### src/nn_layer_pkg.sv
package nn_layer_pkg;

  // --------------------------------------------------
  // layer geometry and arithmetic
  // --------------------------------------------------
  localparam int NUM_NEURONS  = 4;
  localparam int MAX_INPUTS   = 16;
  // count of inputs, must hold MAX_INPUTS itself
  localparam int INPUT_CNT_W  = 5;
  // index into a neuron's weight store
  localparam int WEIGHT_IDX_W = $clog2(MAX_INPUTS);
  // neuron select and output word counter
  localparam int NEURON_SEL_W = $clog2(NUM_NEURONS);

  localparam int DATA_W    = 16;
  localparam int ACC_W     = 40;
  localparam int FRAC_BITS = 8;
  localparam int ADDR_W    = 32;

  // --------------------------------------------------
  // layer settings, captured on a load command
  // --------------------------------------------------
  typedef struct packed {
    logic [ADDR_W-1:0]      base_addr;
    logic [INPUT_CNT_W-1:0] num_inputs;
    // last layer skips relu
    logic                   last_layer;
  } layer_cfg_t;

  // --------------------------------------------------
  // state encodings
  // --------------------------------------------------
  typedef enum logic [1:0] {
    CORE_IDLE,
    CORE_LOADING,
    CORE_ACTIVE
  } core_state_t;

  typedef enum logic [1:0] {
    N_ACCUM,
    N_FINISH,
    N_HOLD
  } neuron_state_t;

endpackage
### src/nn_bus_pkg.sv
package nn_bus_pkg;
  import nn_layer_pkg::*;

  // read data width of the weight RAM port
  localparam int BUS_W = 32;

  // input stream beat
  typedef struct packed {
    logic [DATA_W-1:0] data;
    logic              last;
  } in_beat_t;

  // read request towards the weight RAM
  typedef struct packed {
    logic              valid;
    logic [ADDR_W-1:0] addr;
  } rd_addr_t;

  // read response, weight sits in the low half
  typedef struct packed {
    logic             valid;
    logic [BUS_W-1:0] data;
  } rd_data_t;

  // weight write, broadcast from loader to all neurons
  typedef struct packed {
    logic                    valid;
    logic [NEURON_SEL_W-1:0] sel;
    logic [INPUT_CNT_W-1:0]  idx;
    logic [DATA_W-1:0]       weight;
  } weight_wr_t;

endpackage

### src/neuron.sv
`timescale 1ns/1ps

module neuron
  import nn_layer_pkg::*, nn_bus_pkg::*;
#(
  parameter int NEURON_ID = 0
) (
  input  logic                   clk,
  input  logic                   rst,
  input  weight_wr_t             weight_wr,
  input  logic [INPUT_CNT_W-1:0] num_inputs,
  input  logic                   last_layer,
  input  in_beat_t               rx_beat,
  input  logic                   rx_fire,
  output logic                   ready,
  output logic [DATA_W-1:0]      result,
  output logic                   result_valid,
  input  logic                   take
);

  neuron_state_t state;

  logic signed [DATA_W-1:0]   weights [MAX_INPUTS];
  logic [INPUT_CNT_W-1:0]     in_idx;
  logic signed [ACC_W-1:0]    acc;
  logic signed [DATA_W-1:0]   sample;
  logic signed [DATA_W-1:0]   weight_sel;
  logic signed [2*DATA_W-1:0] product;
  logic signed [ACC_W-1:0]    scaled;
  logic signed [DATA_W-1:0]   sat_val;
  logic signed [DATA_W-1:0]   sat_q;
  logic                       release_res;

  // --------------------------------------------------
  // weight store
  // --------------------------------------------------
  always_ff @(posedge clk) begin
    if (weight_wr.valid && weight_wr.sel == NEURON_SEL_W'(NEURON_ID)) begin
      weights[weight_wr.idx[WEIGHT_IDX_W-1:0]] <= weight_wr.weight;
    end
  end

  // --------------------------------------------------
  // datapath
  // --------------------------------------------------
  assign sample     = rx_beat.data;
  assign weight_sel = weights[in_idx[WEIGHT_IDX_W-1:0]];
  assign product    = sample * weight_sel;

  // drop fraction bits, then clamp to the signed data range
  assign scaled = acc >>> FRAC_BITS;

  always_comb begin
    if (&scaled[ACC_W-1:DATA_W-1] || ~|scaled[ACC_W-1:DATA_W-1]) begin
      sat_val = scaled[DATA_W-1:0];
    end else if (scaled[ACC_W-1]) begin
      sat_val = {1'b1, {(DATA_W-1){1'b0}}};
    end else begin
      sat_val = {1'b0, {(DATA_W-1){1'b1}}};
    end
  end

  assign ready = (state == N_ACCUM);

  // result slot is free or being emptied this cycle
  assign release_res = (state == N_HOLD) && (!result_valid || take);

  // --------------------------------------------------
  // control
  // --------------------------------------------------
  always_ff @(posedge clk) begin
    if (rst) begin
      state        <= N_ACCUM;
      in_idx       <= '0;
      acc          <= '0;
      result_valid <= 1'b0;
    end else begin
      if (take) begin
        result_valid <= 1'b0;
      end
      case (state)
        N_ACCUM: begin
          if (rx_fire) begin
            acc    <= acc + ACC_W'(product);
            in_idx <= in_idx + INPUT_CNT_W'(1);
            if (rx_beat.last) begin
              state <= N_FINISH;
            end
          end
        end
        N_FINISH: begin
          // sat_q picks up the scaled sum here
          acc    <= '0;
          in_idx <= '0;
          state  <= N_HOLD;
        end
        N_HOLD: begin
          if (release_res) begin
            result_valid <= 1'b1;
            state        <= N_ACCUM;
          end
        end
        default: state <= N_ACCUM;
      endcase
    end
  end

  always_ff @(posedge clk) begin
    if (state == N_FINISH) begin
      sat_q <= sat_val;
    end
    // relu on hidden layers only
    if (release_res) begin
      result <= (!last_layer && sat_q[DATA_W-1]) ? '0 : sat_q;
    end
  end

  // vector length must match the configured input count
  a_last_position : assert property (
    @(posedge clk) disable iff (rst)
    rx_fire |-> (rx_beat.last == (in_idx == num_inputs - INPUT_CNT_W'(1)))
  );

endmodule

### config.mk
export PLATFORM = sky130hd
export DESIGN_NAME = neuron
export DESIGN_NICKNAME = d
export VERILOG_FILES = /design/src/nn_layer_pkg.sv /design/src/nn_bus_pkg.sv /design/src/neuron.sv
export SDC_FILE = /design/constraint.sdc
export NUM_CORES = 1
export LEC_CHECK = 0
export BUFFER_PORTS_ARGS = -buffer_cell sky130_fd_sc_hd__buf_2
export CORE_ASPECT_RATIO = 0.7
export CORE_MARGIN = 2
export CORE_UTILIZATION = 65
export DETAILED_ROUTE_END_ITERATION = 7
export PLACE_DENSITY = 0.9
export SYNTH_ARGS = -nofsm -noshare
export SYNTH_HDL_FRONTEND = slang
export SYNTH_SLANG_ARGS = --single-unit
### constraint.sdc
create_clock -name clk -period 20.3 [get_ports clk]
set_clock_uncertainty 0.1 [all_clocks]
set_input_delay 4.06 -clock clk [delete_from_list [all_inputs] [get_ports clk]]
set_output_delay 4.06 -clock clk [all_outputs]
set_load 0.05 [all_outputs]
# --- Yosys cells after proc, flatten, opt, wreduce, memory -nomap -nowiden ---
# Memories as Yosys holds them, arrays and structs flattened. A register that Yosys moved wholly into a read port is not among the register bits.
# Index checks and enable logic that the tools add are counted.
word_totals:
  reg_bits: 80
  ramBits: 256
  input_bits: 51
  output_inout_bits: 18
  wordCells: 47
  n_memories: 1
classes:
  addsub: 2
  multipliers: 1
  eq_ne: 5
  mux: 17
  n_reduce_logical: 15
mem_list:
  columns: ["memory", "words", "width", "read_ports", "rd_ports_with_merged_regs", "write_ports", "line", "rtl"]
  rows:
  - ["weights", 16, 16, 1, 1, 1, "neuron.sv:23", "logic signed [DATA_W-1:0] weights [MAX_INPUTS];"]
ops:
  columns: ["op", "n"]
  rows:
  - ["case mux 40 bit (2 select lines)", 1]
  - ["adder 40 x 32 -> 40 bit", 1]
  - ["two-way mux 40 bit", 1]
  - ["multiplier 16 x 16 -> 32 bit", 1]
  - ["two-way mux 16 bit", 2]
  - ["AND reduction 17 bit", 1]
  - ["OR reduction 17 bit", 1]
  - ["case mux 5 bit (2 select lines)", 1]
  - ["two-way mux 4 bit", 2]
  - ["two-way mux 2 bit", 3]
  - ["!= test 2 bit (second input constant)", 3]
  - ["case mux 2 bit (3 select lines)", 1]
  - ["adder 5 x 1 -> 5 bit (second input constant)", 1]
  - ["two-way mux 1 bit", 5]
  - ["two-way mux 5 bit", 1]
  - ["zero test 2 bit", 2]
  - ["logical AND 1 bit", 3]
  - ["zero test 1 bit", 3]
  - ["AND reduction 3 bit", 1]
  - ["equality test 2 x 1 -> 1 bit (second input constant)", 1]
  - ["equality test 2 bit (second input constant)", 1]
  - ["logical OR 1 bit", 2]
  - ["AND reduction 2 bit", 1]
  - ["nonzero test 2 bit", 1]

# --- Depth between registers and ports, before layout ---
logic_depth:
  ltp_word: 5
  mapped_depth: 28
  mapped_depth_nobuf: 26

# --- Least setup slack after synthesis ---
# No wires, ideal clock.
synth_timing:
  kind: "input to register"
  startpoint: "input port rx_beat[16] (netlist bit)"
  endpoint: "register acc[37]"
  setup_ns: 0.124
  arrival_ns: 10.013
  required_ns: 20.076
  slack_ns: 10.063
  cell_stages: 22
  path_buffers: 1
  cell_sequence: "clkbuf_1 > nand2_1 > fa_1 > inv_1 > fa_1 > inv_1 > fa_1 > fa_1 > inv_1 > fa_1 > inv_1 > fa_1 > inv_1 > ha_1 > a21o_1 > a21o_1 > a21o_1 > a31o_2 > or3b_2 > o221a_2 > mux2i_1 > nand3_1"
synth_between:
  elab_chain_cells: 4
synth_rtl:
  columns: ["element", "line", "rtl"]
  rows:
  - ["start: declaration", "neuron.sv:13", "input in_beat_t rx_beat,"]
  - ["multiplier 16 x 16 -> 32 bit", "neuron.sv:48", "assign product = sample * weight_sel;"]
  - ["adder 40 x 32 -> 40 bit", "neuron.sv:84", "acc <= acc + ACC_W'(product);"]
  - ["two-way mux 40 bit", "neuron.sv:83", "if (rx_fire) begin"]
  - ["case mux 40 bit (2 select lines)", "neuron.sv:81", "case (state)"]
  - ["end signal: assignment", "neuron.sv:84", null]
  - ["end: declaration", "neuron.sv:25", "logic signed [ACC_W-1:0] acc;"]
# Every way passes these cells. The select of a mux whose other input is x is not followed.
# A chain may end at the register's enable or synchronous reset.

# --- Final worst setup path ---
layout_timing:
  startpoint: "input port rx_beat[16] (netlist bit)"
  endpoint: "register acc[39]"
# Same word-level chain as after synthesis.

==> reports/results.txt <==
clk root buf -> clkbuf_16
gr ovfl total -> 0
Core Region -> 0.0382 mm2
Synthesized Nets -> 2505
Crit Path Class -> in -> reg
CP required -> 20.62 ns
final wirelength -> 60700 um
Synth warnings -> 0
number of core rows -> 60
most frequent cells in the layout -> 407 x inv_1, 330 x fa_1, 288 x edfxtp_1, 157 x and2_1, 143 x nand2_1
initial core utilization -> 65.7%
final setup margin -> 9.59 ns
IO buf count -> 62
asr flop ratio synth -> 0%
Final Hold Vio Count -> 0
initial antenna violation count -> 2
post-synth cell types -> 62
Post-Place Worst Slack -> 9.34 ns
CP endpoint kind -> register
antenna viol nets, final -> 0
H-tree depth -> 2
Post-Syn Area -> 0.0251 mm2
number of global-route vias before repair -> 17851
part of the cycle the worst path needs -> 52.8%
Worst-Skew Late Latency -> 0.55 ns
synthesized instance count -> 2008
total track usage -> 31.8%
top cells by area, synth -> edfxtp_1 34%, fa_1 26%, mux4_2 7.0%, inv_1 6.1%, ha_1 5.8%
Slew HR -> 20.6%
commonest non-fill, non-tap cell in the layout -> inv_1
Sink Count -> 339
placed inst area -> 0.0260 mm2
sequential area share after synthesis -> 38.5%
syn_area_per_cell -> 12.5 um2
Final Critical Period -> 10.71 ns
DIE WIDTH -> 239 um
Slew @ Worst Pin -> 1.19 ns
Routability Congestion -> 0.919
Worst Setup Start Kind -> input pin
CTS tree -> done
DR vias/cell -> 6.33
die area -> 0.0402 mm2
clk buf depth -> 3
final setup TNS -> 0 ns
IO Pins -> 69
layout cell share with drive strength beyond 1 -> 11.4%
Post-DP HPWL -> 41400 um
final std cells w/o fill -> 2585
drt wl/cell -> 23.5 um
cts repair resizes -> 0
RSZ-0062 raised after global routing -> false
post-synth top area cell -> edfxtp_1
Detailed Route Iter0 Violations -> 2081
status -> completed
FMAX -> 0.0934 GHz
number of synthesized register bits -> 339
Hold Buf Count CTS -> 0
largest net degree at the start of global routing -> 65
total of max-cap violations -> 0
post-CTS setup repair buffer count -> 0
Hold Crit Class -> reg -> reg
ys flop type -> edfxtp_1
Worst EP arrival -> 11.03 ns
Final Instance Area -> 0.0271 mm2
first-pass GRT wire length -> 96600 um
Nets -> 2561
number of synthesized flops with an enable pin -> 288
P&R area growth vs syn -> 7.84%
Die Height -> 168 um
Vias -> 16362
Pins Over Slew Limit -> 0
final setup fails -> 0
Pre-Repair DR Iteration Count -> 6
DRC viols -> 0
CTS clk-pin slew, worst paths -> 0.06 ns
top cell type's share of synthesized area -> 34.5%
total CTS buffers -> 35
Worst Path Max Fanout -> 16
Cells after DPL -> 2523
-- flip-flops by register name (all words and copies together) (netlist names), named ones only --
register      count
acc              40
in_idx            4
result           16
result_valid      1
sat_q            16
state             2
weights         256
-- layer usage --
metal,up-vias,wire (um),track usage [%]
li1,6699,-,-
met5,-,0,0.121
met3,302,6770,7.39
met1,8188,21700,41.6
met2,1173,28800,50.9
met4,0,3400,15.5
-- synth_stat cells, types with 11 or more instances --
| cell | n |
|---|---|
| a21oi_1 | 33 |
| nand2_1 | 143 |
| a21o_1 | 19 |
| and2_1 | 157 |
| fa_1 | 330 |
| ha_1 | 116 |
| o21ai_0 | 42 |
| nand2b_1 | 15 |
| mux4_2 | 78 |
| xnor2_1 | 15 |
| buf_2 | 11 |
| nor3_1 | 18 |
| dfxtp_1 | 51 |
| a22oi_1 | 18 |
| xor2_1 | 18 |
| edfxtp_1 | 288 |
| clkbuf_1 | 55 |
| nor2_1 | 69 |
| inv_1 | 407 |
-- cells by family (layout without fill, tap and decap cells) --
kind of cell	Yosys count	in the layout	share of synthesized area (%)
XOR/XNOR	33	33	1.15
multiplexers	84	84	7.24
other	0	2	0
flip-flops	339	339	38.5
buffers and inverters	476	555	7.17
adder cells (fa/ha/maj)	446	446	32.1
AND/OR/NAND/NOR	461	461	9.33
AO/OA/AOI/OAI	169	169	4.48
-- worst paths after layout --
path / from / end / slack (ns) / depth (start not counted)
setup / recovery: rx_beat[16] / acc[39] / 9.59 / 22
setup reg to reg: register / acc[39] / 10.91 / 22
hold / removal: acc[19] / acc[19] / 0.41 / 2
hold reg to reg: acc[19] / acc[19] / 0.41 / 2
-- metrics by stage --
stage / utilization (%) / hold slack (ns)
final: 70.8 / 0.409
after CTS: 70.8 / 0.407
after global routing: 70.8 / 0.434
after global placement: 68.0 / 0.339
after floorplan: - / 0.325
after detailed placement: 68.0 / 0.354
-- worst max-delay path: stages --
cell and delay (ns):
buf_2 0.32, nand2_1 0.26, fa_1 0.60, inv_1 0.15, fa_1 0.57, inv_1 0.21
fa_1 0.56, inv_1 0.07, fa_1 0.51, fa_1 0.51, inv_1 0.06, fa_1 0.48
inv_1 0.05, ha_1 0.34, a21o_1 0.21, a31oi_1 0.33, nand4_1 0.17, a211oi_2 0.49
o31ai_1 0.24, a21oi_1 0.39, o21ai_0 0.15, a211o_1 0.27
-- area by class of cell --
| class | instances | area, um2 |
|---|---|---|
| fillers | 2319 | 11100 |
| well taps | 496 | 621 |
| flip-flops and latches | 339 | 9670 |
| clock inverters | 15 | 149 |
| diodes | 2 | 5.00 |
| clock buffers | 45 | 923 |
| repair buffers | 88 | 505 |
| multi-input cells | 1193 | 13700 |
| inverters | 407 | 1530 |
Power is left out: the tool's default activity adds up to more than one toggle a clock period on the data nets, which glitch-free logic cannot reach.
