===== src/nn_layer_pkg.sv =====
package nn_layer_pkg;

  // --------------------------------------------------
  // layer geometry and arithmetic
  // --------------------------------------------------
  localparam int NUM_NEURONS  = 4;
  localparam int MAX_INPUTS   = 16;
  // count of inputs, must hold MAX_INPUTS itself
  localparam int INPUT_CNT_W  = 5;
  // index into a neuron's weight store
  localparam int WEIGHT_IDX_W = $clog2(MAX_INPUTS);
  // neuron select and output word counter
  localparam int NEURON_SEL_W = $clog2(NUM_NEURONS);

  localparam int DATA_W    = 16;
  localparam int ACC_W     = 40;
  localparam int FRAC_BITS = 8;
  localparam int ADDR_W    = 32;

  // --------------------------------------------------
  // layer settings, captured on a load command
  // --------------------------------------------------
  typedef struct packed {
    logic [ADDR_W-1:0]      base_addr;
    logic [INPUT_CNT_W-1:0] num_inputs;
    // last layer skips relu
    logic                   last_layer;
  } layer_cfg_t;

  // --------------------------------------------------
  // state encodings
  // --------------------------------------------------
  typedef enum logic [1:0] {
    CORE_IDLE,
    CORE_LOADING,
    CORE_ACTIVE
  } core_state_t;

  typedef enum logic [1:0] {
    N_ACCUM,
    N_FINISH,
    N_HOLD
  } neuron_state_t;

endpackage

===== src/output_serializer.sv =====
`timescale 1ns/1ps

module output_serializer
  import nn_layer_pkg::*;
(
  input  logic                              clk,
  input  logic                              rst,
  input  logic [NUM_NEURONS-1:0][DATA_W-1:0] results,
  input  logic                              all_valid,
  output logic                              take,
  output logic [DATA_W-1:0]                 tx_data,
  output logic                              tx_valid,
  output logic                              tx_last,
  input  logic                              tx_ready
);

  logic [NUM_NEURONS-1:0][DATA_W-1:0] shreg;
  logic [NEURON_SEL_W-1:0]            word_cnt;
  logic                               tx_fire;

  assign tx_fire = tx_valid && tx_ready;
  assign tx_last = tx_valid && (word_cnt == NEURON_SEL_W'(NUM_NEURONS - 1));

  // capture when idle, or right as the final word of a packet leaves
  assign take = all_valid && (!tx_valid || (tx_last && tx_ready));

  // neuron 0 sits in the low slot and goes first
  assign tx_data = shreg[0];

  // --------------------------------------------------
  // packet control
  // --------------------------------------------------
  always_ff @(posedge clk) begin
    if (rst) begin
      tx_valid <= 1'b0;
      word_cnt <= '0;
    end else if (take) begin
      tx_valid <= 1'b1;
      word_cnt <= '0;
    end else if (tx_fire) begin
      word_cnt <= word_cnt + NEURON_SEL_W'(1);
      if (tx_last) begin
        tx_valid <= 1'b0;
      end
    end
  end

  // --------------------------------------------------
  // shift register
  // --------------------------------------------------
  always_ff @(posedge clk) begin
    if (take) begin
      shreg <= results;
    end else if (tx_fire) begin
      shreg <= shreg >> DATA_W;
    end
  end

  // stalled word stays put until accepted
  a_tx_stable : assert property (
    @(posedge clk) disable iff (rst)
    tx_valid && !tx_ready |=> tx_valid && $stable(tx_data)
  );

endmodule


===== config.mk =====
export PLATFORM = sky130hd
export DESIGN_NAME = output_serializer
export DESIGN_NICKNAME = d
export VERILOG_FILES = /design/src/nn_layer_pkg.sv /design/src/output_serializer.sv
export SDC_FILE = /design/constraint.sdc
export NUM_CORES = 1
export LEC_CHECK = 0
export ABC_AREA = 1
export BUFFER_PORTS_ARGS = -buffer_cell sky130_fd_sc_hd__buf_2
export CAP_MARGIN = 20
export CORE_MARGIN = 2
export CORE_UTILIZATION = 40
export CTS_BUF_LIST = sky130_fd_sc_hd__clkbuf_4 sky130_fd_sc_hd__clkbuf_8
export DETAILED_ROUTE_END_ITERATION = 6
export PLACE_DENSITY = 0.77
export SLEW_MARGIN = 10
export SYNTH_ARGS = -nofsm -noshare
export SYNTH_HDL_FRONTEND = slang
export SYNTH_SLANG_ARGS = --single-unit

===== constraint.sdc =====
create_clock -name clk -period 5.2 [get_ports clk]
set_input_delay 0.26 -clock clk [delete_from_list [all_inputs] [get_ports clk]]
set_output_delay 0.26 -clock clk [all_outputs]
set_load 0.05 [all_outputs]

* Word-level counts from Yosys, hierarchy flattened *
Cells that the tools add are included.

operators by class
  add/sub/neg operators = 1
  eq/ne operators = 1
  mux-type cells = 5
  reductions and logical operators = 10

operator list
  cell                 number
  $mux 64              2
  $logic_and 1x1->1    4
  $reduce_bool 2->1    2
  $mux 1               3
  $add 2x1->2 const B  1
  $eq 2x2->1 const B   1
  $reduce_and 2->1     1
  $reduce_or 2->1      1
  $logic_not 1->1      1
  $logic_or 1x1->1     1

word-level totals
  flip-flop bits (word level) = 67
  output and inout bits = 19
  word-level logic and storage cells = 23

* Depth between registers and ports, before layout *
Gate-level depths: netlist of run 1.

  word-level depth = 7
  mapped depth = 8
  depth with buffers taken out = 6

* Worst setup path after synthesis of run 1 *
No wires, ideal clock.

  kind = input-to-reg
  start point = input port all_valid
  end point = register shreg[16] in the netlist's numbering (enable)
  setup time = 574 ps
  arrival time = 5,173 ps
  required time = 4,626 ps
  slack = -547 ps
  stages = 4
  path buffers = 2
  cells stage by stage = clkbuf_1 buf_2 inv_1 o21ai_0

between the ends
  cells in the longest elaborated chain, start to end = 2

RTL lines
  element                             RTL line                 source
  start: declaration                  output_serializer.sv:9   input logic all_valid,
  $logic_and 1x1->1                   output_serializer.sv:25  assign take = all_valid && (!tx_valid || (tx_last && tx_ready));
  $reduce_bool 2->1 (no source line)  -
  end signal: assignment              output_serializer.sv:53  shreg <= results;
  end signal: assignment              output_serializer.sv:55  shreg <= shreg >> DATA_W;
  end: declaration                    output_serializer.sv:17  logic [NUM_NEURONS-1:0][DATA_W-1:0] shreg;

No other way between the ends.
A chain may end at the register's enable or synchronous reset.

* Final worst setup path of run 1 *
  start point = register word_cnt[0]
  end point = output port take

between the ends
  cells in the longest elaborated chain, start to end = 5

RTL lines
  element                   RTL line                 source
  start: declaration        output_serializer.sv:18  logic [NEURON_SEL_W-1:0] word_cnt;
  start signal: assignment  output_serializer.sv:41  word_cnt <= word_cnt + NEURON_SEL_W'(1);
  $eq 2x2->1                output_serializer.sv:22  assign tx_last = tx_valid && (word_cnt == NEURON_SEL_W'(NUM_NEURONS - 1));
  $logic_and 1x1->1         output_serializer.sv:22
  $logic_and 1x1->1         output_serializer.sv:25
  $logic_or 1x1->1          output_serializer.sv:25
  $logic_and 1x1->1         output_serializer.sv:25
  end: declaration          output_serializer.sv:10  output logic take,

No other way between the ends.

==> key figures, run 1 <==
Placed design
  • Placed insts: 453
  • DP HPWL: around 3600 µm
  • Port Buffers: between 80 and 90
  • Final RePlAce weighted congestion: 0.7771

Setup path
  • Worst r2r src: word_cnt[0]$_SDFFE_PP0P_
  • Critical path endpoint category: output port
  • Critical path startpoint category: register
  • Crit path from: word_cnt[0]$_SDFFE_PP0P_
  • Crit Path Class: register to output port
  • Required time worst endpoint: between 4000 and 5000 ps
  • CP max FO: 50
  • CP arrival: 2630 ps

Global route
  • Vias in the first global route: 2027
  • Largest net degree at the start of global routing: between 60 and 70
  • Initial antenna violation count: 0
  • First-pass GRT wire length: about 8900 µm
  • Total GRT Usage: about 14%
  • Total congestion overflow: 0

CTS
  • Clock Path Buffers: 2
  • Root buf cell: clkbuf_8
  • CTS Hold Buffers Added: 0
  • TritonCTS clock tree: yes
  • Clock latency on the worst-skew pair: around 330 ps
  • CTS-repair resized insts: 0
  • Post-CTS setup buffer count: 0
  • Clock sink count: 67
  • Num CTS Buffers: 9
  • Reg clk slew, reported paths: approximately 60 ps
  • H-tree depth: 3

STA
  • Sum Neg Setup Slack: 0 ps
  • Min Tclk post-route: between 2000 and 3000 ps
  • Worst-Margin Slew: 870.1 ps
  • Final period utilization: 55.66%
  • RSZ-0062 raised after global routing: no
  • Final hold violation count: 0
  • Slew Limit Headroom: 41.79%
  • Hold WS: 109.8 ps
  • Slew Limit Fails: 0
  • Fmax: 345.5 MHz
  • Final setup vio count: 0
  • Clock Skew: slightly below 7 ps

Logic synthesis
  • Cell area after synthesis: a little over 3000 µm²
  • Synth Area in XOR/XNOR: 0%
  • Synth Area in Compound Gates: less than 1%
  • Adder-cell share of the synthesized area: less than 1%
  • Unique masters post-synth: 15
  • Syn nets: approximately 370
  • Synthesized area per cell: roughly 10 µm²
  • Seq/Total Area, Yosys: roughly two thirds
  • Ys Warns: 0
  • Mux contribution to synthesized area: 0%
  • Cells after Synth: 300
  • Area share of and/or/nand/nor cells after synthesis: around a quarter
  • FF+latch count, synth: 67
  • Main combinational cell family by area after synthesis: simple AND/OR/NAND/NOR gates

Die
  • Die Y-Extent: 91.29 µm
  • I/O pins: 87
  • DIE WIDTH: 91.29 µm
  • Die area: roughly 8300 µm²
  • # rows: 31
  • Core area: 7331 µm²
  • Initial Utilization: ~42%

Job
  • # Max-Cap Violations: 0

Detailed routing
  • Pre-antenna DRT Iters: 4
  • Drt wl/cell: about 12 µm
  • Vias: between 2000 and 2500
  • Remaining DRCs: 0
  • Total wire length: between 5000 and 6000 µm
  • Antenna viol nets, final: 0
  • Vias/cell: between 4 and 5
  • Initial DRC count: 86

Power and ir drop
  • Power Density: around 350 nW/µm²
  • Worst VDD drop: ~110 µV
  • Leakage: about 1.7 nW

Min path
  • Hold Startpoint: rst
  • Min-delay worst type: input pin to register

Layout
  • Area Overhead vs Synth: 17.77%
  • FF+latch area: a little under 2000 µm²
  • Area of the multi-input gates: between 700 and 800 µm²
  • Non-Filler Instances: 469
  • Fin nets: 435
  • Share of cells above drive strength 1: between 20% and 30%
  • Number of fill cells: 690
  • # diodes: 0

Status
  • Status: finished, final reports clean
## area by class of cell
type / instances / area share [%]
multi-input cells: 177 / 21.02
clock buffers: 11 / 3.869
flip-flops and latches: 67 / 55.21
inverters: 22 / 2.300
repair buffers: 89 / 12.97
well taps: 99 / 3.451
clock inverters: 4 / 1.185
## path summary, 6_finish.rpt
| check | to | slack, ps | cells after the start |
|---|---|---|---|
| max | take | 2310 | 7 |
| min | tx_valid$_SDFFE_PP0P_ | 110 | 2 |
| max reg2reg | shreg[43]$_DFFE_PP_ | 2810 | 7 |
| min reg2reg | shreg[40]$_DFFE_PP_ | 510 | 2 |
## critical path, stage by stage, from the launching register on
cell	delay, ps
dfxtp_1	370
ha_1	180
nand2_1	70
nand2_2	630
nand2_2	410
buf_12	310
inv_2	60
buf_2	250
## power breakdown
group	total (W)	switching [W]	internal, W
logic	0.000184	0.000129	0.0000547
registers	0.000670	0.0000129	0.000657
clock network	0.000400	0.000174	0.000225
total	0.00125	0.000316	0.000938
## layer usage
layer	GRT usage (%)	wire, µm
met3	5.394	505
met4	7.197	56
met1	16.93	2396
met5	0	0
met2	20.86	2535
## stage by stage
step / total power (W) / worst slack (ps) / utilization [%] / cell area, µm²
finish: 0.001254 / 2306 / 48.97 / 3590
global route: 0.001311 / 2101 / 48.97 / 3590
CTS: 0.001260 / 1982 / 48.69 / 3570
detailed placement: 0.0008653 / 2359 / 46.22 / 3388
global placement: 0.0008593 / 2471 / 46.22 / 3388
floorplan: 0.0008334 / 1184 / - / 3048
## synth_stat cells, drive strengths merged
cell type / instances / area share, %
edfxtp: 64 / 63
nand2: 106 / 13
o21ai: 1 / 0.16
buf: 29 / 7.3
clkbuf: 5 / 0.62
ha: 1 / 0.41
inv: 22 / 2.7
nor2: 18 / 2.2
a21oi: 1 / 0.16
dfxtp: 3 / 2.0
nand3: 50 / 8.2
## sequential cells by signal (all words and copies together), names as in the netlist
| name | cells |
|---|---|
| shreg | 48 |
| tx_data | 16 |
| tx_valid | 1 |
| word_cnt | 2 |
## logic make-up (layout without fill, tap and decap cells)
| kind of cell | Yosys count | after routing |
|---|---|---|
| flops | 67 | 67 |
| simple gates | 174 | 174 |
| compound gates | 2 | 2 |
| buf+inv | 56 | 126 |
| fa+ha+maj | 1 | 1 |
## layout by cell type (no fill, tap or decap)
cell       count
clkinv_2       1
nand3_1       50
inv_2          1
a21oi_1        1
inv_1         21
bufinv_16      1
clkbuf_4       2
buf_4          2
clkbuf_8       9
nand2_2        2
dfxtp_1        3
edfxtp_1      64
o21ai_4        1
nor2_1        18
buf_12         1
buf_2         86
nand2_1      104
clkinv_1       2
ha_1           1
Note: power is estimated with default switching activity, not from simulation.
==> inputs of run 2 (changes only) <==
--- a/config.mk
+++ b/config.mk
@@ -12,7 +12,7 @@
 export CORE_UTILIZATION = 40
 export CTS_BUF_LIST = sky130_fd_sc_hd__clkbuf_4 sky130_fd_sc_hd__clkbuf_8
 export DETAILED_ROUTE_END_ITERATION = 6
-export PLACE_DENSITY = 0.77
+export PLACE_DENSITY = 0.74
 export SLEW_MARGIN = 10
 export SYNTH_ARGS = -nofsm -noshare
 export SYNTH_HDL_FRONTEND = slang
==> constraint.sdc (replaced) <==
create_clock -name clk -period 2.9 [get_ports clk]
set_input_delay 0.145 -clock clk [delete_from_list [all_inputs] [get_ports clk]]
set_output_delay 0.145 -clock clk [all_outputs]
set_load 0.05 [all_outputs]
==> run 2 against run 1 <==
Against the previous run:
- sequential power is 79% higher
- via count is 2.2% lower
- flip-flop and latch count did not move
- largest cell class unchanged
- largest power group unchanged
==> key figures, run 2 (synthesis results as in run 1) <==
Status
  • Status: finished, final reports clean (unchanged)

STA
  • Slew Limit Headroom: 66.34% (was 41.79%)
  • Clock Skew: 5.166 ps (was 6.760 ps)
  • Slew Limit Fails: 0 (unchanged)
  • Fmax: between 500 and 600 MHz
  • Final period utilization: 64.27%
  • Worst-Margin Slew: 504.8 ps (was 870.1 ps)
  • Final hold violation count: 0 (unchanged)
  • Min Tclk post-route: 1864 ps
  • Final setup vio count: 0 (unchanged)
  • Sum Neg Setup Slack: 0 ps (unchanged)
  • RSZ-0062 raised after global routing: no (unchanged)

Placed design
  • DP HPWL: 3715 µm (was 3632 µm)
  • Final RePlAce weighted congestion: 0.7439 (was 0.7771)
  • Port Buffers: 86 (unchanged)

Setup path
  • Required time worst endpoint: 3090 ps (was 4940 ps)
  • Critical path endpoint category: register (was output port)
  • CP arrival: 2060 ps (was 2630 ps)
  • Family with the most delay on the worst path: simple AND/OR/NAND/NOR gates (unchanged)
  • CP max stage cell: buf_4 (was nand2_2)
  • Critical path startpoint category: register (unchanged)
  • Crit-path cells: ha_1 > nand2_1 > nand2_2 > nand2_2 > buf_4 > nand2_1 > nand2_1 (was ha_1 > nand2_1 > nand2_2 > nand2_2 > buf_12 > inv_2 > buf_2)
  • CP Buf/Inv Count: 1 (was 3)
  • CP max FO: 42 (was 50)
  • Crit-path most repeated cell: nand2_1 (was nand2_2)
  • Crit Path Class: register to register (was register to output port)
  • Largest stage delay on the critical path: 450 ps (was 630 ps)

CTS
  • CTS Hold Buffers Added: 1 (was 0)
  • Clock latency on the worst-skew pair: 320 ps (was 330 ps)
  • Root buf cell: clkbuf_8 (unchanged)
  • Reg clk slew, reported paths: 70 ps (was 60 ps)
  • Num CTS Buffers: 9 (unchanged)
  • Post-CTS setup buffer count: 0 (unchanged)
  • Clock sink count: 67 (unchanged)
  • TritonCTS clock tree: yes (unchanged)
  • CTS-repair resized insts: 0 (unchanged)
  • H-tree depth: 3 (unchanged)
  • Clock Path Buffers: 2 (unchanged)

Power and ir drop
  • Tot Pwr: 0.002162 W (was 0.001254 W)
  • Leakage: 1.712 nW (was 1.720 nW)
  • Worst VDD drop: 296.1 µV (was 106.4 µV)
  • Power Density: 604.0 nW/µm² (was 349.3 nW/µm²)

Detailed routing
  • Remaining DRCs: 0 (unchanged)
  • Drt wl/cell: 11.42 µm (was 11.71 µm)
  • Vias/cell: 4.375 (was 4.501)
  • Vias: 2065 (was 2111)
  • Total wire length: 5390 µm (was 5494 µm)
  • Pre-antenna DRT Iters: 4 (unchanged)
  • Antenna viol nets, final: 0 (unchanged)
  • Initial DRC count: 81 (was 86)

Layout
  • # diodes: 0 (unchanged)
  • Max reg flops: 48 (unchanged)
  • Area Overhead vs Synth: 17.41% (was 17.77%)
  • Share of cells above drive strength 1: 28.69% (was 28.65%)
  • Commonest non-fill, non-tap cell in the layout: nand2_1 (unchanged)
  • Top reg by flops: shreg (unchanged)
  • Fin nets: 438 (was 435)
  • Number of fill cells: 684 (was 690)
  • Most frequent cells in the layout: nand2_1, buf_2, edfxtp_1 (unchanged)

Global route
  • Largest net degree at the start of global routing: 50 (was 67)
  • Vias in the first global route: 1998 (was 2027)
  • First-pass GRT wire length: 8832 µm (was 8866 µm)
  • Initial antenna violation count: 0 (unchanged)
  • Total congestion overflow: 0 (unchanged)
  • Total GRT Usage: 13.65% (was 13.74%)

Die
  • # rows: 31 (unchanged)
  • I/O pins: 87 (unchanged)
  • Initial Utilization: 41.58% (unchanged)
  • Die Y-Extent: 91.29 µm (unchanged)
  • DIE WIDTH: 91.29 µm (unchanged)
  • Core area: 7331 µm² (unchanged)
  • Die area: 8334 µm² (unchanged)

Min path
  • Min-delay worst type: input pin to register (unchanged)

Job
  • # Max-Cap Violations: 0 (unchanged)
## run 2: area by class of cell
cell class	instances	area (µm²)	area share, %
sequential	67	1982	55.38
multi-input combinational	177	754.5	21.08
timing repair buffer	92	478.0	13.36
clock buffer	11	138.9	3.881
tap	99	123.9	3.462
inverter	22	82.58	2.308
clock inverter	4	18.77	0.5245
## run 2: per-stage QoR
| step | cells | hold WS, ps | instance area [µm²] | util, % | worst slack (ps) |
|---|---|---|---|---|---|
| after global routing | 472 | 105.6 | 3578 | 48.81 | 878.1 |
| after floorplan | 300 | 214.1 | 3052 | - | 148.9 |
| after global placement | 456 | 338.9 | 3411 | 46.53 | 995.7 |
| after detailed placement | 456 | 343.4 | 3411 | 46.53 | 933.2 |
| after CTS | 472 | 97.72 | 3578 | 48.81 | 1018 |
| final | 472 | 113.8 | 3578 | 48.81 | 1036 |
## run 2: path summary, 6_finish.rpt
kind	from	to	slack, ps	cells after the start
worst max-delay path	word_cnt[0]$_SDFFE_PP0P_	shreg[28]$_DFFE_PP_	1040	7
worst min-delay path	results[59]	shreg[59]$_SDFFCE_PN0P_	110	3
worst max register to register	word_cnt[0]$_SDFFE_PP0P_	shreg[28]$_DFFE_PP_	1040	7
worst min register to register	shreg[23]$_DFFE_PP_	tx_data[7]$_DFFE_PP_	510	2
## run 2: worst register-to-register path, delay by kind of cell, from the launching register on
| family | cells | cell delay [ps] |
|---|---|---|
| simple gates | 5 | 730 |
| buf+inv | 1 | 450 |
| flops | 1 | 330 |
| fa+ha+maj | 1 | 210 |
## run 2: power breakdown
group	internal, W	switching (W)
logic	0.0000991	0.000232
clock network	0.000316	0.000315
registers	0.00118	0.0000221
total	0.00159	0.000568
## run 2: layer usage
metal	track usage (%)	wire, µm	vias to the layer above
met3	3.071	355	6
li1	-	-	1102
met4	7.323	89	0
met1	17.54	2356	875
met5	0	0	-
met2	21.54	2589	82
