--- src/nn_layer_pkg.sv ---
package nn_layer_pkg;

  // --------------------------------------------------
  // layer geometry and arithmetic
  // --------------------------------------------------
  localparam int NUM_NEURONS  = 4;
  localparam int MAX_INPUTS   = 16;
  // count of inputs, must hold MAX_INPUTS itself
  localparam int INPUT_CNT_W  = 5;
  // index into a neuron's weight store
  localparam int WEIGHT_IDX_W = $clog2(MAX_INPUTS);
  // neuron select and output word counter
  localparam int NEURON_SEL_W = $clog2(NUM_NEURONS);

  localparam int DATA_W    = 16;
  localparam int ACC_W     = 40;
  localparam int FRAC_BITS = 8;
  localparam int ADDR_W    = 32;

  // --------------------------------------------------
  // layer settings, captured on a load command
  // --------------------------------------------------
  typedef struct packed {
    logic [ADDR_W-1:0]      base_addr;
    logic [INPUT_CNT_W-1:0] num_inputs;
    // last layer skips relu
    logic                   last_layer;
  } layer_cfg_t;

  // --------------------------------------------------
  // state encodings
  // --------------------------------------------------
  typedef enum logic [1:0] {
    CORE_IDLE,
    CORE_LOADING,
    CORE_ACTIVE
  } core_state_t;

  typedef enum logic [1:0] {
    N_ACCUM,
    N_FINISH,
    N_HOLD
  } neuron_state_t;

endpackage
--- src/nn_bus_pkg.sv ---
package nn_bus_pkg;
  import nn_layer_pkg::*;

  // read data width of the weight RAM port
  localparam int BUS_W = 32;

  // input stream beat
  typedef struct packed {
    logic [DATA_W-1:0] data;
    logic              last;
  } in_beat_t;

  // read request towards the weight RAM
  typedef struct packed {
    logic              valid;
    logic [ADDR_W-1:0] addr;
  } rd_addr_t;

  // read response, weight sits in the low half
  typedef struct packed {
    logic             valid;
    logic [BUS_W-1:0] data;
  } rd_data_t;

  // weight write, broadcast from loader to all neurons
  typedef struct packed {
    logic                    valid;
    logic [NEURON_SEL_W-1:0] sel;
    logic [INPUT_CNT_W-1:0]  idx;
    logic [DATA_W-1:0]       weight;
  } weight_wr_t;

endpackage

--- src/weight_loader.sv ---
`timescale 1ns/1ps

module weight_loader
  import nn_layer_pkg::*, nn_bus_pkg::*;
(
  input  logic       clk,
  input  logic       rst,
  input  logic       start,
  input  layer_cfg_t cfg,
  output rd_addr_t   rd_addr,
  input  logic       ar_ready,
  input  rd_data_t   rd_data,
  output logic       rd_ready,
  output weight_wr_t weight_wr,
  output logic       done
);

  logic                    req_valid;
  logic                    rsp_wait;
  logic [NEURON_SEL_W-1:0] neuron_idx;
  logic [INPUT_CNT_W-1:0]  input_idx;
  logic [ADDR_W-1:0]       word_offset;
  logic                    ar_fire;
  logic                    rsp_fire;
  logic                    last_input;
  logic                    last_neuron;

  assign ar_fire     = rd_addr.valid && ar_ready;
  assign rsp_fire    = rd_data.valid && rd_ready;
  assign last_input  = (input_idx == cfg.num_inputs - INPUT_CNT_W'(1));
  assign last_neuron = (neuron_idx == NEURON_SEL_W'(NUM_NEURONS - 1));

  // --------------------------------------------------
  // address of weight i of neuron n
  // --------------------------------------------------
  // base + 4 * (n * num_inputs + i)
  assign word_offset = ADDR_W'(neuron_idx) * ADDR_W'(cfg.num_inputs) + ADDR_W'(input_idx);

  assign rd_addr.valid = req_valid;
  assign rd_addr.addr  = cfg.base_addr + (word_offset << 2);
  assign rd_ready      = rsp_wait;

  // --------------------------------------------------
  // request / response sequencing
  // --------------------------------------------------
  // one read in flight, next request goes out after the response
  always_ff @(posedge clk) begin
    if (rst) begin
      req_valid  <= 1'b0;
      rsp_wait   <= 1'b0;
      done       <= 1'b0;
      neuron_idx <= '0;
      input_idx  <= '0;
    end else begin
      done <= 1'b0;
      if (start) begin
        req_valid  <= 1'b1;
        neuron_idx <= '0;
        input_idx  <= '0;
      end
      if (ar_fire) begin
        req_valid <= 1'b0;
        rsp_wait  <= 1'b1;
      end
      if (rsp_fire) begin
        rsp_wait <= 1'b0;
        if (last_input) begin
          input_idx <= '0;
          if (last_neuron) begin
            done <= 1'b1;
          end else begin
            neuron_idx <= neuron_idx + NEURON_SEL_W'(1);
            req_valid  <= 1'b1;
          end
        end else begin
          input_idx <= input_idx + INPUT_CNT_W'(1);
          req_valid <= 1'b1;
        end
      end
    end
  end

  // returned word becomes a weight write for the current neuron
  always_ff @(posedge clk) begin
    if (rst) begin
      weight_wr.valid <= 1'b0;
    end else begin
      weight_wr.valid <= rsp_fire;
    end
    if (rsp_fire) begin
      weight_wr.sel    <= neuron_idx;
      weight_wr.idx    <= input_idx;
      weight_wr.weight <= rd_data.data[DATA_W-1:0];
    end
  end

  // request and response phases never overlap
  a_single_outstanding : assert property (
    @(posedge clk) disable iff (rst) rd_ready |-> !rd_addr.valid
  );

endmodule

--- config.mk ---
export PLATFORM = sky130hd
export DESIGN_NAME = weight_loader
export DESIGN_NICKNAME = d
export VERILOG_FILES = /design/src/nn_layer_pkg.sv /design/src/nn_bus_pkg.sv /design/src/weight_loader.sv
export SDC_FILE = /design/constraint.sdc
export NUM_CORES = 1
export LEC_CHECK = 0
export BUFFER_PORTS_ARGS = -buffer_cell sky130_fd_sc_hd__buf_2
export CORE_ASPECT_RATIO = 1.4
export CORE_MARGIN = 2
export CORE_UTILIZATION = 50
export CTS_BUF_LIST = sky130_fd_sc_hd__clkbuf_8
export DETAILED_ROUTE_END_ITERATION = 6
export HOLD_SLACK_MARGIN = 0.08
export PLACE_DENSITY = 0.89
export SLEW_MARGIN = 0
export SYNTH_ARGS = -nofsm -noshare
export SYNTH_HDL_FRONTEND = slang
export SYNTH_SLANG_ARGS = --single-unit
--- constraint.sdc ---
create_clock -name clk -period 11.6 [get_ports clk]
set_input_delay 2.32 -clock clk [delete_from_list [all_inputs] [get_ports clk]]
set_output_delay 2.32 -clock clk [all_outputs]
set_load 0.01 [all_outputs]
* Yosys cells after proc, flatten, opt, wreduce, memory -nomap -nowiden
Index checks and enable logic that the tools add are counted.
** Word-level totals
- Flip-flop bits (word level) :: 34
- Output and inout port bits :: 59
- Logic and storage cells :: 37
** Cells by class
- $add $sub $neg :: 5
- Multiply operators :: 1
- Eq/ne operators :: 2
- Muxes and demuxes :: 13
- Bitwise gates (word level) :: 2
- Reduce and logical (&&, ||, !) cells :: 5
** Operator list (number)
- $add A32 B10 Y32 :: 1
- $mux W5 :: 3
- $add A7 B5 Y8 :: 1
- $mux W2 :: 4
- $mul A2 B5 Y7 :: 1
- $mux W1 :: 6
- $add A5 B1 Y5 const B :: 1
- $eq A5 B5 Y1 :: 1
- $sub A5 B1 Y5 const B :: 1
- $reduce_or A3 Y1 :: 1
- $add A2 B1 Y2 const B :: 1
- $eq A2 B2 Y1 const B :: 1
- $logic_and A1 B1 Y1 :: 2
- $not A1 Y1 :: 2
- $reduce_bool A2 Y1 :: 1
- $reduce_or A2 Y1 :: 1

* Logic depth before layout (Yosys ltp)
Gate-level depths: netlist of the first run.
- Depth after elaboration :: 5
- Gate-level depth with buffers :: 17

* Worst setup path before layout of the first run
No wires, ideal clock.
- Path type :: in2out
- Start :: input cfg[1] (netlist name)
- End :: output rd_addr[28] (netlist name)
- Data arrival time :: 5.277 ns
- Setup slack :: 4.003 ns
- Stages :: 14
- Buffers on the path :: 1
- Cells stage by stage :: nand2_1 fa_1 inv_1 ha_1 fa_1 a21o_1 a21oi_1 xnor2_1 ha_1 or3_1 o21a_1 buf_2 nor3b_2 xnor2_1
** RTL lines
- start, declared :: line weight_loader.sv:9 : input layer_cfg_t cfg,
- end, declared :: line weight_loader.sv:10 : output rd_addr_t rd_addr,

==> results of run 1 <==
[how the worst max path moves through the flow]
stage	endpoint	start	slack (ns)
6_report	rd_addr[15]	cfg[1]	3.26
2_1_floorplan	rd_addr[28]	cfg[1]	4.00
3_5_place_dp	rd_addr[31]	cfg[1]	3.27
3_3_place_gp	rd_addr[29]	cfg[1]	3.29
4_1_cts	rd_addr[31]	cfg[1]	3.26
5_1_grt	rd_addr[31]	cfg[1]	3.00
[logic make-up (layout without fill, tap and decap cells)]
family | Yosys count | after routing | share of synthesized area, %
AND/OR/NAND/NOR | 92 | 92 | 20.8
buffers and inverters | 27 | 140 | 5.03
AO/OA/AOI/OAI | 34 | 34 | 9.71
adder cells (fa/ha/maj) | 22 | 22 | 13.1
multiplexers | 3 | 3 | 1.34
flip-flops | 34 | 34 | 37.4
XOR/XNOR | 35 | 35 | 12.6
[routing by layer]
layer  wire [um]  track usage [%]  vias up  share of wire, %
li1            -                -     1094                 -
met1        2040             20.7     1032                37
met2        3070             39.7       80                56
met3         324             4.16        7               5.9
met4          61             6.46        0               1.1
met5           0                0        -                 0
[stage by stage]
stage                     cell area (sq um)  hold WS [ns]  std cells  util (%)  setup WS [ns]
after floorplan                        2440         0.431        247         -           4.00
after detailed placement               3030         0.537        416      63.5           3.27
final                                  3110         0.553        424      65.3           3.26
after global routing                   3110         0.562        424      65.3           3.00
after CTS                              3110         0.554        424      65.3           3.26
after global placement                 3030         0.539        416      63.5           3.29
[cells in the final DEF, fill, tap and decap left out, types with 6 or more instances in the layout]
cell,Yosys,layout
sky130_fd_sc_hd__xnor2_1,20,20
sky130_fd_sc_hd__edfxtp_1,23,23
sky130_fd_sc_hd__nand4_1,7,7
sky130_fd_sc_hd__nand3_1,15,15
sky130_fd_sc_hd__inv_1,19,19
sky130_fd_sc_hd__fa_1,6,6
sky130_fd_sc_hd__o21ai_0,6,6
sky130_fd_sc_hd__xor2_1,15,15
sky130_fd_sc_hd__nand2_1,19,19
sky130_fd_sc_hd__buf_2,2,112
sky130_fd_sc_hd__dfxtp_1,11,11
sky130_fd_sc_hd__nor3_1,6,6
sky130_fd_sc_hd__ha_1,16,16
sky130_fd_sc_hd__nor2_1,23,23
[sequential cells by signal, summed over array words and instances (netlist names)]
| register | flops |
|---|---|
| done | 1 |
| weight_wr | 24 |
| req_valid | 1 |
| neuron_idx | 2 |
| rd_ready | 1 |
| input_idx | 5 |
[critical path, cell delays in order]
cell,delay (ns)
sky130_fd_sc_hd__buf_2,0.12
sky130_fd_sc_hd__nand2_1,0.08
sky130_fd_sc_hd__fa_1,0.51
sky130_fd_sc_hd__inv_1,0.04
sky130_fd_sc_hd__ha_1,0.21
sky130_fd_sc_hd__fa_1,0.41
sky130_fd_sc_hd__a21o_1,0.20
sky130_fd_sc_hd__a21oi_1,0.16
sky130_fd_sc_hd__xnor2_1,0.08
sky130_fd_sc_hd__ha_1,0.22
sky130_fd_sc_hd__or3_1,0.42
sky130_fd_sc_hd__o211ai_1,0.73
sky130_fd_sc_hd__nor2_1,0.17
sky130_fd_sc_hd__xor2_1,0.19
sky130_fd_sc_hd__buf_2,0.14
[power groups by stage]
| stage | combinational, uW | clock, uW | sequential, uW |
|---|---|---|---|
| CTS | 41.7 | 83.3 | 132 |
| detailed placement | 41.7 | 0 | 135 |
| floorplan | 19.4 | 0 | 136 |
| finish | 41.6 | 81.0 | 132 |
| global placement | 40.2 | 0 | 135 |
| global route | 45.3 | 87.8 | 132 |
[cell type report]
class,instances,area [sq um],share of cell area [%]
sequential,34,911,29.2
inverter,20,75.1,2.41
timing repair buffer,112,561,18.0
clock inverter,3,16.3,0.522
clock buffer,5,68.8,2.21
multi-input combinational,186,1400,45.0
tap,64,80.1,2.57
==> flow_metrics.tcl, run 1 <==
set metrics [dict create \
    status "finished clean" \
    avgSynthCellArea_sq_um 9.86 \
    setup_viol 0 \
    hold_viol_final 0 \
    fmax_mhz 120 \
    criticalPathCategory "in2out" \
    synth.largest_area_cell "sky130_fd_sc_hd__edfxtp_1" \
    grt_pass1_wl_um 8740 \
    place_hpwl_um 4530 \
    worst_hold_path.endpoint "weight_wr[17]$_DFFE_PP_" \
    postCtsResizedCells 0 \
    final_count_of_pins_violating_max_slew 0 \
    synthCells 247 \
    max_slew_margin_pct 35.3 \
    hold_path.class "reg2reg" \
    fillerInstances 391 \
    synth-warning-count 0 \
    num_cts_buffers 5 \
    final_layout_size_suffix_gt1_share_pct 36.1 \
    drt_first_iter_violations 69 \
    netlist_top_cells_area "sky130_fd_sc_hd__edfxtp_1, sky130_fd_sc_hd__dfxtp_1, sky130_fd_sc_hd__ha_1, sky130_fd_sc_hd__xnor2_1, sky130_fd_sc_hd__xor2_1" \
    rrSetupSlack_ns 9.36 \
    p_leak_uw 0.00146 \
    cellPowerDensity_mw_per_mm2 81.8 \
    sw_frac_of_total_pct 25.0 \
    p_seq_share_pct 51.9 \
    worst_setup_path_end_kind "output pin" \
    die_h_um 86.6 \
    gpl.final_weighted_congestion 0.791 \
    global_route_overflow 0 \
    timing.critical_path.from_type "input port" \
    synthToLayoutAreaGrowth_pct 27.8 \
    floorplan.core_area_sq_mm 0.00477 \
    rows 30 \
    ff_to_ff_end "input_idx[3]$_SDFFE_PP0P_" \
    final_nets 456 \
    detail_route.wirelength_um 5490 \
    yosys_register_bits 34 \
    worstRegToRegCells 5 \
    floorplan.initialDensity_pct 51.1 \
    grt_start_max_net_pins 33 \
    syn_area_sq_mm 0.00244 \
    cp_data_required_time_ns 9.28 \
    crit-reg2reg-launch "rd_ready$_SDFFE_PP0P_" \
    post_cts.repair.setup_buffers 0 \
    antenna_found_initial 0 \
    route.vias.total 2213 \
    async_reset_ff_share_pct 0 \
    root_buffer "sky130_fd_sc_hd__clkbuf_8" \
    timing_worst_slew_pin_value_ns 0.965 \
    post_synth_num_cell_types 47 \
    route.detailed.vias_per_inst 5.22 \
    nets_in_the_synthesized_netlist 344 \
    clk_transition_reported_paths_ns 0.07 \
    p_int_uw 191 \
    die_area_sq_mm 0.00545 \
    rsz0062_at_grt "false" \
    skew_ns 0.00407 \
    chipWidth_um 63.0 \
    min-delay-start "input_idx[1]$_SDFFE_PP0P_" \
    avgRoutedWirePerCell_um 13.0 \
    drv.max_cap_violation_count 0 \
    boundaryPins 134 \
    dr.pass1.iters 4 \
    peakVddDrop_v 0.0000972 \
    post-synth-top-area-fraction_pct 28.4 \
    clock_insertion_delay_worst_skew_ns 0.28 \
    antenna_left 0 \
    yosysSeqAreaShare_pct 37.4 \
    cp_max_fo 11 \
    comb_power_share_pct 16.3 \
    timing.hold.worst_path_depth 0 \
    setup-tns-final_ns 0 \
    synthTopCellsByCount "sky130_fd_sc_hd__edfxtp_1, sky130_fd_sc_hd__nor2_1, sky130_fd_sc_hd__xnor2_1" \
    timing.final.crit_share_pct 71.9 \
    crit_arrival_ns 6.02 \
    ctsLongestPathBuffers 2 \
    final.min_clock_period_ns 8.34 \
    totalPowerFinal_uw 255 \
    groute.usage.overall_pct 20.1 \
    detail_route.drc_violations 0 \
    number_of_global_route_vias_before_repair 2040 \
    antenna_cells_inserted 0 \
    cts_max_level 2 \
    cts-hold-fix-buffers 0 \
    power_switching_uw 63.6 \
    clock_power_share_pct 31.8 \
    synthFlopType "sky130_fd_sc_hd__edfxtp_1" \
    buffer_ports.inserted 112 \
    clkSinkCount 34 \
    tritoncts "yes" \
    synth_edf_count 23 \
]
(Power assumes the default switching activity.)
==> run 2: changes to the inputs <==
CORE_UTILIZATION = 42   (was 50)
PLACE_DENSITY = 0.79   (was 0.89)
clock period = 6.8 ns   (was 11.6 ns; I/O delays follow)
==> run 2 against run 1 <==
Compared with the run above:
- combinational power rose by 71%
- via count is 0.54% lower
- largest cell class unchanged
- final area up 0.12%
- core utilization decreased by 9.3 points
- clock skew down 0.0029 ns
- total power is 67% higher
- sequential power grew 71%
- cell count increased by 0.94%
- register-to-register slack got worse by 4.8 ns
- critical path type unchanged
- clock power grew 59%
==> flow_metrics.tcl, run 2 (same netlist as run 1, synthesis figures left out) <==
set metrics [dict create \
    final_nets 457 \
    tritoncts "yes" \
    timing_worst_slew_pin_value_ns 1.02 \
    antenna_left 0 \
    ctsLongestPathBuffers 2 \
    clk_transition_reported_paths_ns 0.06 \
    fillerInstances 511 \
    cellPowerDensity_mw_per_mm2 137 \
    number_of_global_route_vias_before_repair 2070 \
    crit_arrival_ns 4.74 \
    antenna_cells_inserted 0 \
    antenna_found_initial 0 \
    comb_power_share_pct 16.7 \
    cp_data_required_time_ns 5.44 \
    postCtsResizedCells 0 \
    peakVddDrop_v 0.000204 \
    detail_route.wirelength_um 5850 \
    p_seq_share_pct 52.9 \
    synthToLayoutAreaGrowth_pct 28.0 \
    avgRoutedWirePerCell_um 13.7 \
    die_area_sq_mm 0.00643 \
    grt_start_max_net_pins 33 \
    grt_pass1_wl_um 8760 \
    power_switching_uw 103 \
    die_h_um 94.1 \
    root_buffer "sky130_fd_sc_hd__clkbuf_8" \
    postLayoutSetupSlackWorst_ns 0.697 \
    num_cts_buffers 5 \
    floorplan.initialDensity_pct 43.8 \
    buffer_ports.inserted 112 \
    hold_slack_ns 0.547 \
    cp_max_fo 11 \
    place_hpwl_um 4800 \
    flip_flop_count_of_the_largest_register_after_layout 24 \
    timing.final.crit_share_pct 89.8 \
    rsz0062_at_grt "false" \
    drt_first_iter_violations 38 \
    worst_setup_path_end_kind "output pin" \
    final_layout_size_suffix_gt1_share_pct 35.8 \
    groute.usage.overall_pct 17.8 \
    clock_insertion_delay_worst_skew_ns 0.27 \
    route.vias.total 2201 \
    mostFrequentLayoutCell "sky130_fd_sc_hd__buf_2" \
    final.min_clock_period_ns 6.10 \
    cts-hold-fix-buffers 0 \
    p_leak_uw 0.00147 \
    fmax_mhz 164 \
    top_regs "weight_wr x24, input_idx x5, neuron_idx x2" \
    layout.cell_area.non_filler_sq_mm 0.00312 \
    max_slew_margin_pct 31.7 \
    floorplan.core_area_sq_mm 0.00557 \
    skew_ns 0.00112 \
    drv.max_cap_violation_count 0 \
    timing.critical_path.from_type "input port" \
    criticalPathCategory "in2out" \
    largest-register "weight_wr" \
    setup_viol 0 \
    detail_route.drc_violations 0 \
    clkSinkCount 34 \
    status "finished clean" \
    sw_frac_of_total_pct 24.1 \
    clock_power_share_pct 30.4 \
    cts_max_level 2 \
    layout_common_cells "sky130_fd_sc_hd__buf_2, sky130_fd_sc_hd__nor2_1, sky130_fd_sc_hd__edfxtp_1" \
    global_route_overflow 0 \
    p_int_uw 324 \
    hold_viol_final 0 \
    boundaryPins 134 \
    hold_path.class "reg2reg" \
    gpl.final_weighted_congestion 0.765 \
    dr.pass1.iters 4 \
    route.detailed.vias_per_inst 5.14 \
    placed_area_sq_mm 0.00304 \
    setup-tns-final_ns 0 \
    final_count_of_pins_violating_max_slew 0 \
    chipWidth_um 68.4 \
    layout.core_utilization_pct 56.0 \
    post_cts.repair.setup_buffers 0 \
    dpl_worst_slack_ns 0.707 \
    rows 32 \
]
[run 2: final cells by class]
type | count | area, sq um | share of cell area [%]
timing repair buffer | 113 | 568 | 18.2
sequential | 34 | 911 | 29.2
inverter | 20 | 75.1 | 2.41
clock inverter | 2 | 7.51 | 0.241
multi-input combinational | 186 | 1400 | 45.0
clock buffer | 5 | 68.8 | 2.21
tap | 68 | 85.1 | 2.73
[run 2: per-layer routing]
| layer | global-route usage, % | up-vias | part of all wire, % |
|---|---|---|---|
| met3 | 3.48 | 2 | 6.2 |
| met4 | 3.00 | 0 | 0.17 |
| met1 | 18.6 | 1033 | 37 |
| met5 | 0 | - | 0 |
| li1 | - | 1099 | - |
| met2 | 35.2 | 67 | 57 |
[run 2: power groups by stage]
stage | Sequential [uW] | Clock (uW) | Combinational, uW
after floorplan | 231 | 0 | 33.1
after global placement | 230 | 0 | 69.7
after detailed placement | 230 | 0 | 71.5
after CTS | 226 | 133 | 71.8
after global routing | 226 | 141 | 78.6
final | 226 | 129 | 71.2
[run 2: critical path, cell delays in order]
cell	delay (ns)
sky130_fd_sc_hd__buf_2	0.14
sky130_fd_sc_hd__nand2_1	0.09
sky130_fd_sc_hd__fa_1	0.51
sky130_fd_sc_hd__inv_1	0.04
sky130_fd_sc_hd__ha_1	0.21
sky130_fd_sc_hd__fa_1	0.40
sky130_fd_sc_hd__a21o_1	0.19
sky130_fd_sc_hd__a21oi_1	0.17
sky130_fd_sc_hd__xnor2_1	0.09
sky130_fd_sc_hd__ha_1	0.32
sky130_fd_sc_hd__o21a_1	0.15
sky130_fd_sc_hd__o21a_1	0.13
sky130_fd_sc_hd__o21a_1	0.35
sky130_fd_sc_hd__nor3b_1	0.29
sky130_fd_sc_hd__xnor2_1	0.15
sky130_fd_sc_hd__buf_2	0.15
[run 2: per-stage QoR]
stage	cells	power [uW]
detailed placement	421	302
floorplan	247	264
CTS	428	430
global placement	421	300
global route	428	446
finish	428	426
[run 2: worst paths after layout]
path,start,end,slack (ns),depth (start not counted)
setup / recovery,cfg[1],rd_addr[22],0.70,16
hold / removal,input_idx[1]$_SDFFE_PP0P_,weight_wr[17]$_DFFE_PP_,0.55,0
setup reg to reg,rd_ready$_SDFFE_PP0P_,input_idx[4]$_SDFFE_PP0P_,4.57,5
hold reg to reg,input_idx[1]$_SDFFE_PP0P_,weight_wr[17]$_DFFE_PP_,0.55,0
==> run 3: changes to the inputs <==
CORE_UTILIZATION = 46   (was 42)
PLACE_DENSITY = 0.82   (was 0.79)
SKIP_CTS_REPAIR_TIMING = 1   (was unset)
clock period = 5.7 ns   (was 6.8 ns; I/O delays follow)
==> run 3 against run 2 <==
Compared with the run above:
- global-route usage grew 0.18 points
- critical path type unchanged
- cell count is the same
- core utilization grew 5.3 points
==> flow_metrics.tcl, run 3 (same netlist as run 1, synthesis figures left out) <==
set metrics [dict create \
    detail_route.drc_violations 0 \
    dpl_worst_slack_ns 0.0198 \
    p_seq_share_pct 50.4 \
    critical_path.cell_chain "buf_2 -> nand2_1 -> fa_1 -> inv_1 -> ha_1 -> fa_2 -> a21o_1 -> a21oi_1 -> xnor2_1 -> ha_2 -> o21a_1 -> o21a_1 -> o211ai_1 -> buf_4 -> nor4_4 -> xor2_1 -> buf_2" \
    rows 31 \
    cts_max_level 2 \
    cellPowerDensity_mw_per_mm2 169 \
    flip_flop_count_of_the_largest_register_after_layout 24 \
    dr.pass1.iters 4 \
    mostFrequentLayoutCell "sky130_fd_sc_hd__buf_2" \
    synthToLayoutAreaGrowth_pct 29.8 \
    cp_data_required_time_ns 4.56 \
    layout_common_cells "sky130_fd_sc_hd__buf_2, sky130_fd_sc_hd__nor2_1, sky130_fd_sc_hd__edfxtp_1" \
    tritoncts "yes" \
    criticalPathCategory "in2out" \
    timing.critical_path.from_type "input port" \
    finish.cell_count_without_fillers 428 \
    floorplan.core_area_sq_mm 0.00516 \
    groute.usage.overall_pct 17.9 \
    skew_ns 0.00518 \
    final.min_clock_period_ns 5.48 \
    antenna_cells_inserted 0 \
    crit_arrival_ns 4.34 \
    largest-register "weight_wr" \
    number_of_global_route_vias_before_repair 1984 \
    hold_path.class "reg2reg" \
    rrSetupSlack_ns 3.47 \
    die_h_um 90.1 \
    critical_path.max_stage_delay_ns 0.51 \
    place_hpwl_um 4410 \
    fmax_mhz 183 \
    comb_power_share_pct 15.8 \
    gpl.final_weighted_congestion 0.799 \
    ctsLongestPathBuffers 2 \
    antenna_left 0 \
    clkSinkCount 34 \
    top_regs "weight_wr x24, input_idx x5, neuron_idx x2" \
    hold_viol_final 0 \
    timing_worst_slew_pin_value_ns 0.989 \
    worst_setup_path_end_kind "output pin" \
    final_nets 458 \
    root_buffer "sky130_fd_sc_hd__clkbuf_8" \
    floorplan.initialDensity_pct 47.2 \
    drv.max_cap_violation_count 0 \
    cpMaxStageDelayCell "sky130_fd_sc_hd__fa_1" \
    grt_pass1_wl_um 8380 \
    buffer_ports.inserted 112 \
    die_area_sq_mm 0.00590 \
    hold_slack_ns 0.550 \
    p_leak_uw 0.00148 \
    postLayoutSetupSlackWorst_ns 0.221 \
    global_route_overflow 0 \
    clock_insertion_delay_worst_skew_ns 0.28 \
    peakVddDrop_v 0.000183 \
    avgRoutedWirePerCell_um 12.4 \
    clk_transition_reported_paths_ns 0.06 \
    chipWidth_um 65.5 \
    p_int_uw 403 \
    grt_start_max_net_pins 33 \
    fillerInstances 454 \
    max_slew_margin_pct 33.7 \
    timing.final.crit_share_pct 96.1 \
    worst-path-buf-inv 4 \
    status "finished clean" \
    route.detailed.vias_per_inst 5.03 \
    power_switching_uw 131 \
    detail_route.wirelength_um 5320 \
    boundaryPins 134 \
    clock_power_share_pct 33.8 \
    cp_max_fo 11 \
    sw_frac_of_total_pct 24.5 \
    drt_first_iter_violations 35 \
    antenna_found_initial 0 \
    post-place-cells 419 \
    final_count_of_pins_violating_max_slew 0 \
    num_cts_buffers 5 \
    crit_family "adder cells" \
    setup_viol 0 \
    final_layout_size_suffix_gt1_share_pct 37.8 \
    route.vias.total 2153 \
]
-- run 3: changes by cell type in the layout (fill, tap and decap cells not counted), sizes merged --
| cell | delta |
|---|---|
| clkinv | +1 |
| buf | +1 |
| clkinvlp | +1 |
| clkbuf | +1 |
| inv | -2 |
-- run 3: worst reg2reg max path, delay by kind of cell, from the launching register on --
family                 cells  cell delay [ns]
and+or+nand+nor            3             0.84
AOI/OAI and AO/OA          1             0.16
buffers and inverters      1             0.83
DFF                        1             0.32
-- run 3: final timing paths --
check / startpoint / to / cells after the start
setup / recovery: cfg[1] / rd_addr[29] / 17
hold / removal: input_idx[4]$_SDFFE_PP0P_ / weight_wr[20]$_DFFE_PP_ / 0
setup reg to reg: rd_ready$_SDFFE_PP0P_ / input_idx[4]$_SDFFE_PP0P_ / 5
hold reg to reg: input_idx[4]$_SDFFE_PP0P_ / weight_wr[20]$_DFFE_PP_ / 0
-- run 3: power by group through the flow --
stage	Combinational (uW)	Sequential [uW]	Clock, uW
5_1_grt	92.2	269	195
3_3_place_gp	82.0	274	0
6_report	84.5	269	180
4_1_cts	84.1	269	184
3_5_place_dp	84.0	274	0
2_1_floorplan	39.4	276	0
-- run 3: through the flow --
step	setup TNS, ns	area [sq um]	util (%)	power (uW)
after floorplan	0	2440	-	316
after global placement	0	3040	58.9	356
after detailed placement	0	3040	58.9	358
after CTS	-0.00173	3130	60.8	537
after global routing	-0.0134	3160	61.3	556
final	0	3160	61.3	534
-- run 3: cell type report --
class,instances,area [sq um],area share [%]
timing repair buffer,114,576,18.2
clock buffer,6,82.6,2.61
inverter,20,75.1,2.37
clock inverter,2,12.5,0.396
tap,66,82.6,2.61
sequential,34,911,28.8
multi-input combinational,186,1420,45.0
-- run 3: metal layers --
metal | track usage (%) | share of wire, % | vias to the layer above
li1 | - | - | 1099
met1 | 18.9 | 37 | 975
met2 | 34.5 | 56 | 75
met3 | 4.38 | 6.2 | 4
met4 | 3.99 | 0.79 | 0
met5 | 0 | 0 | -
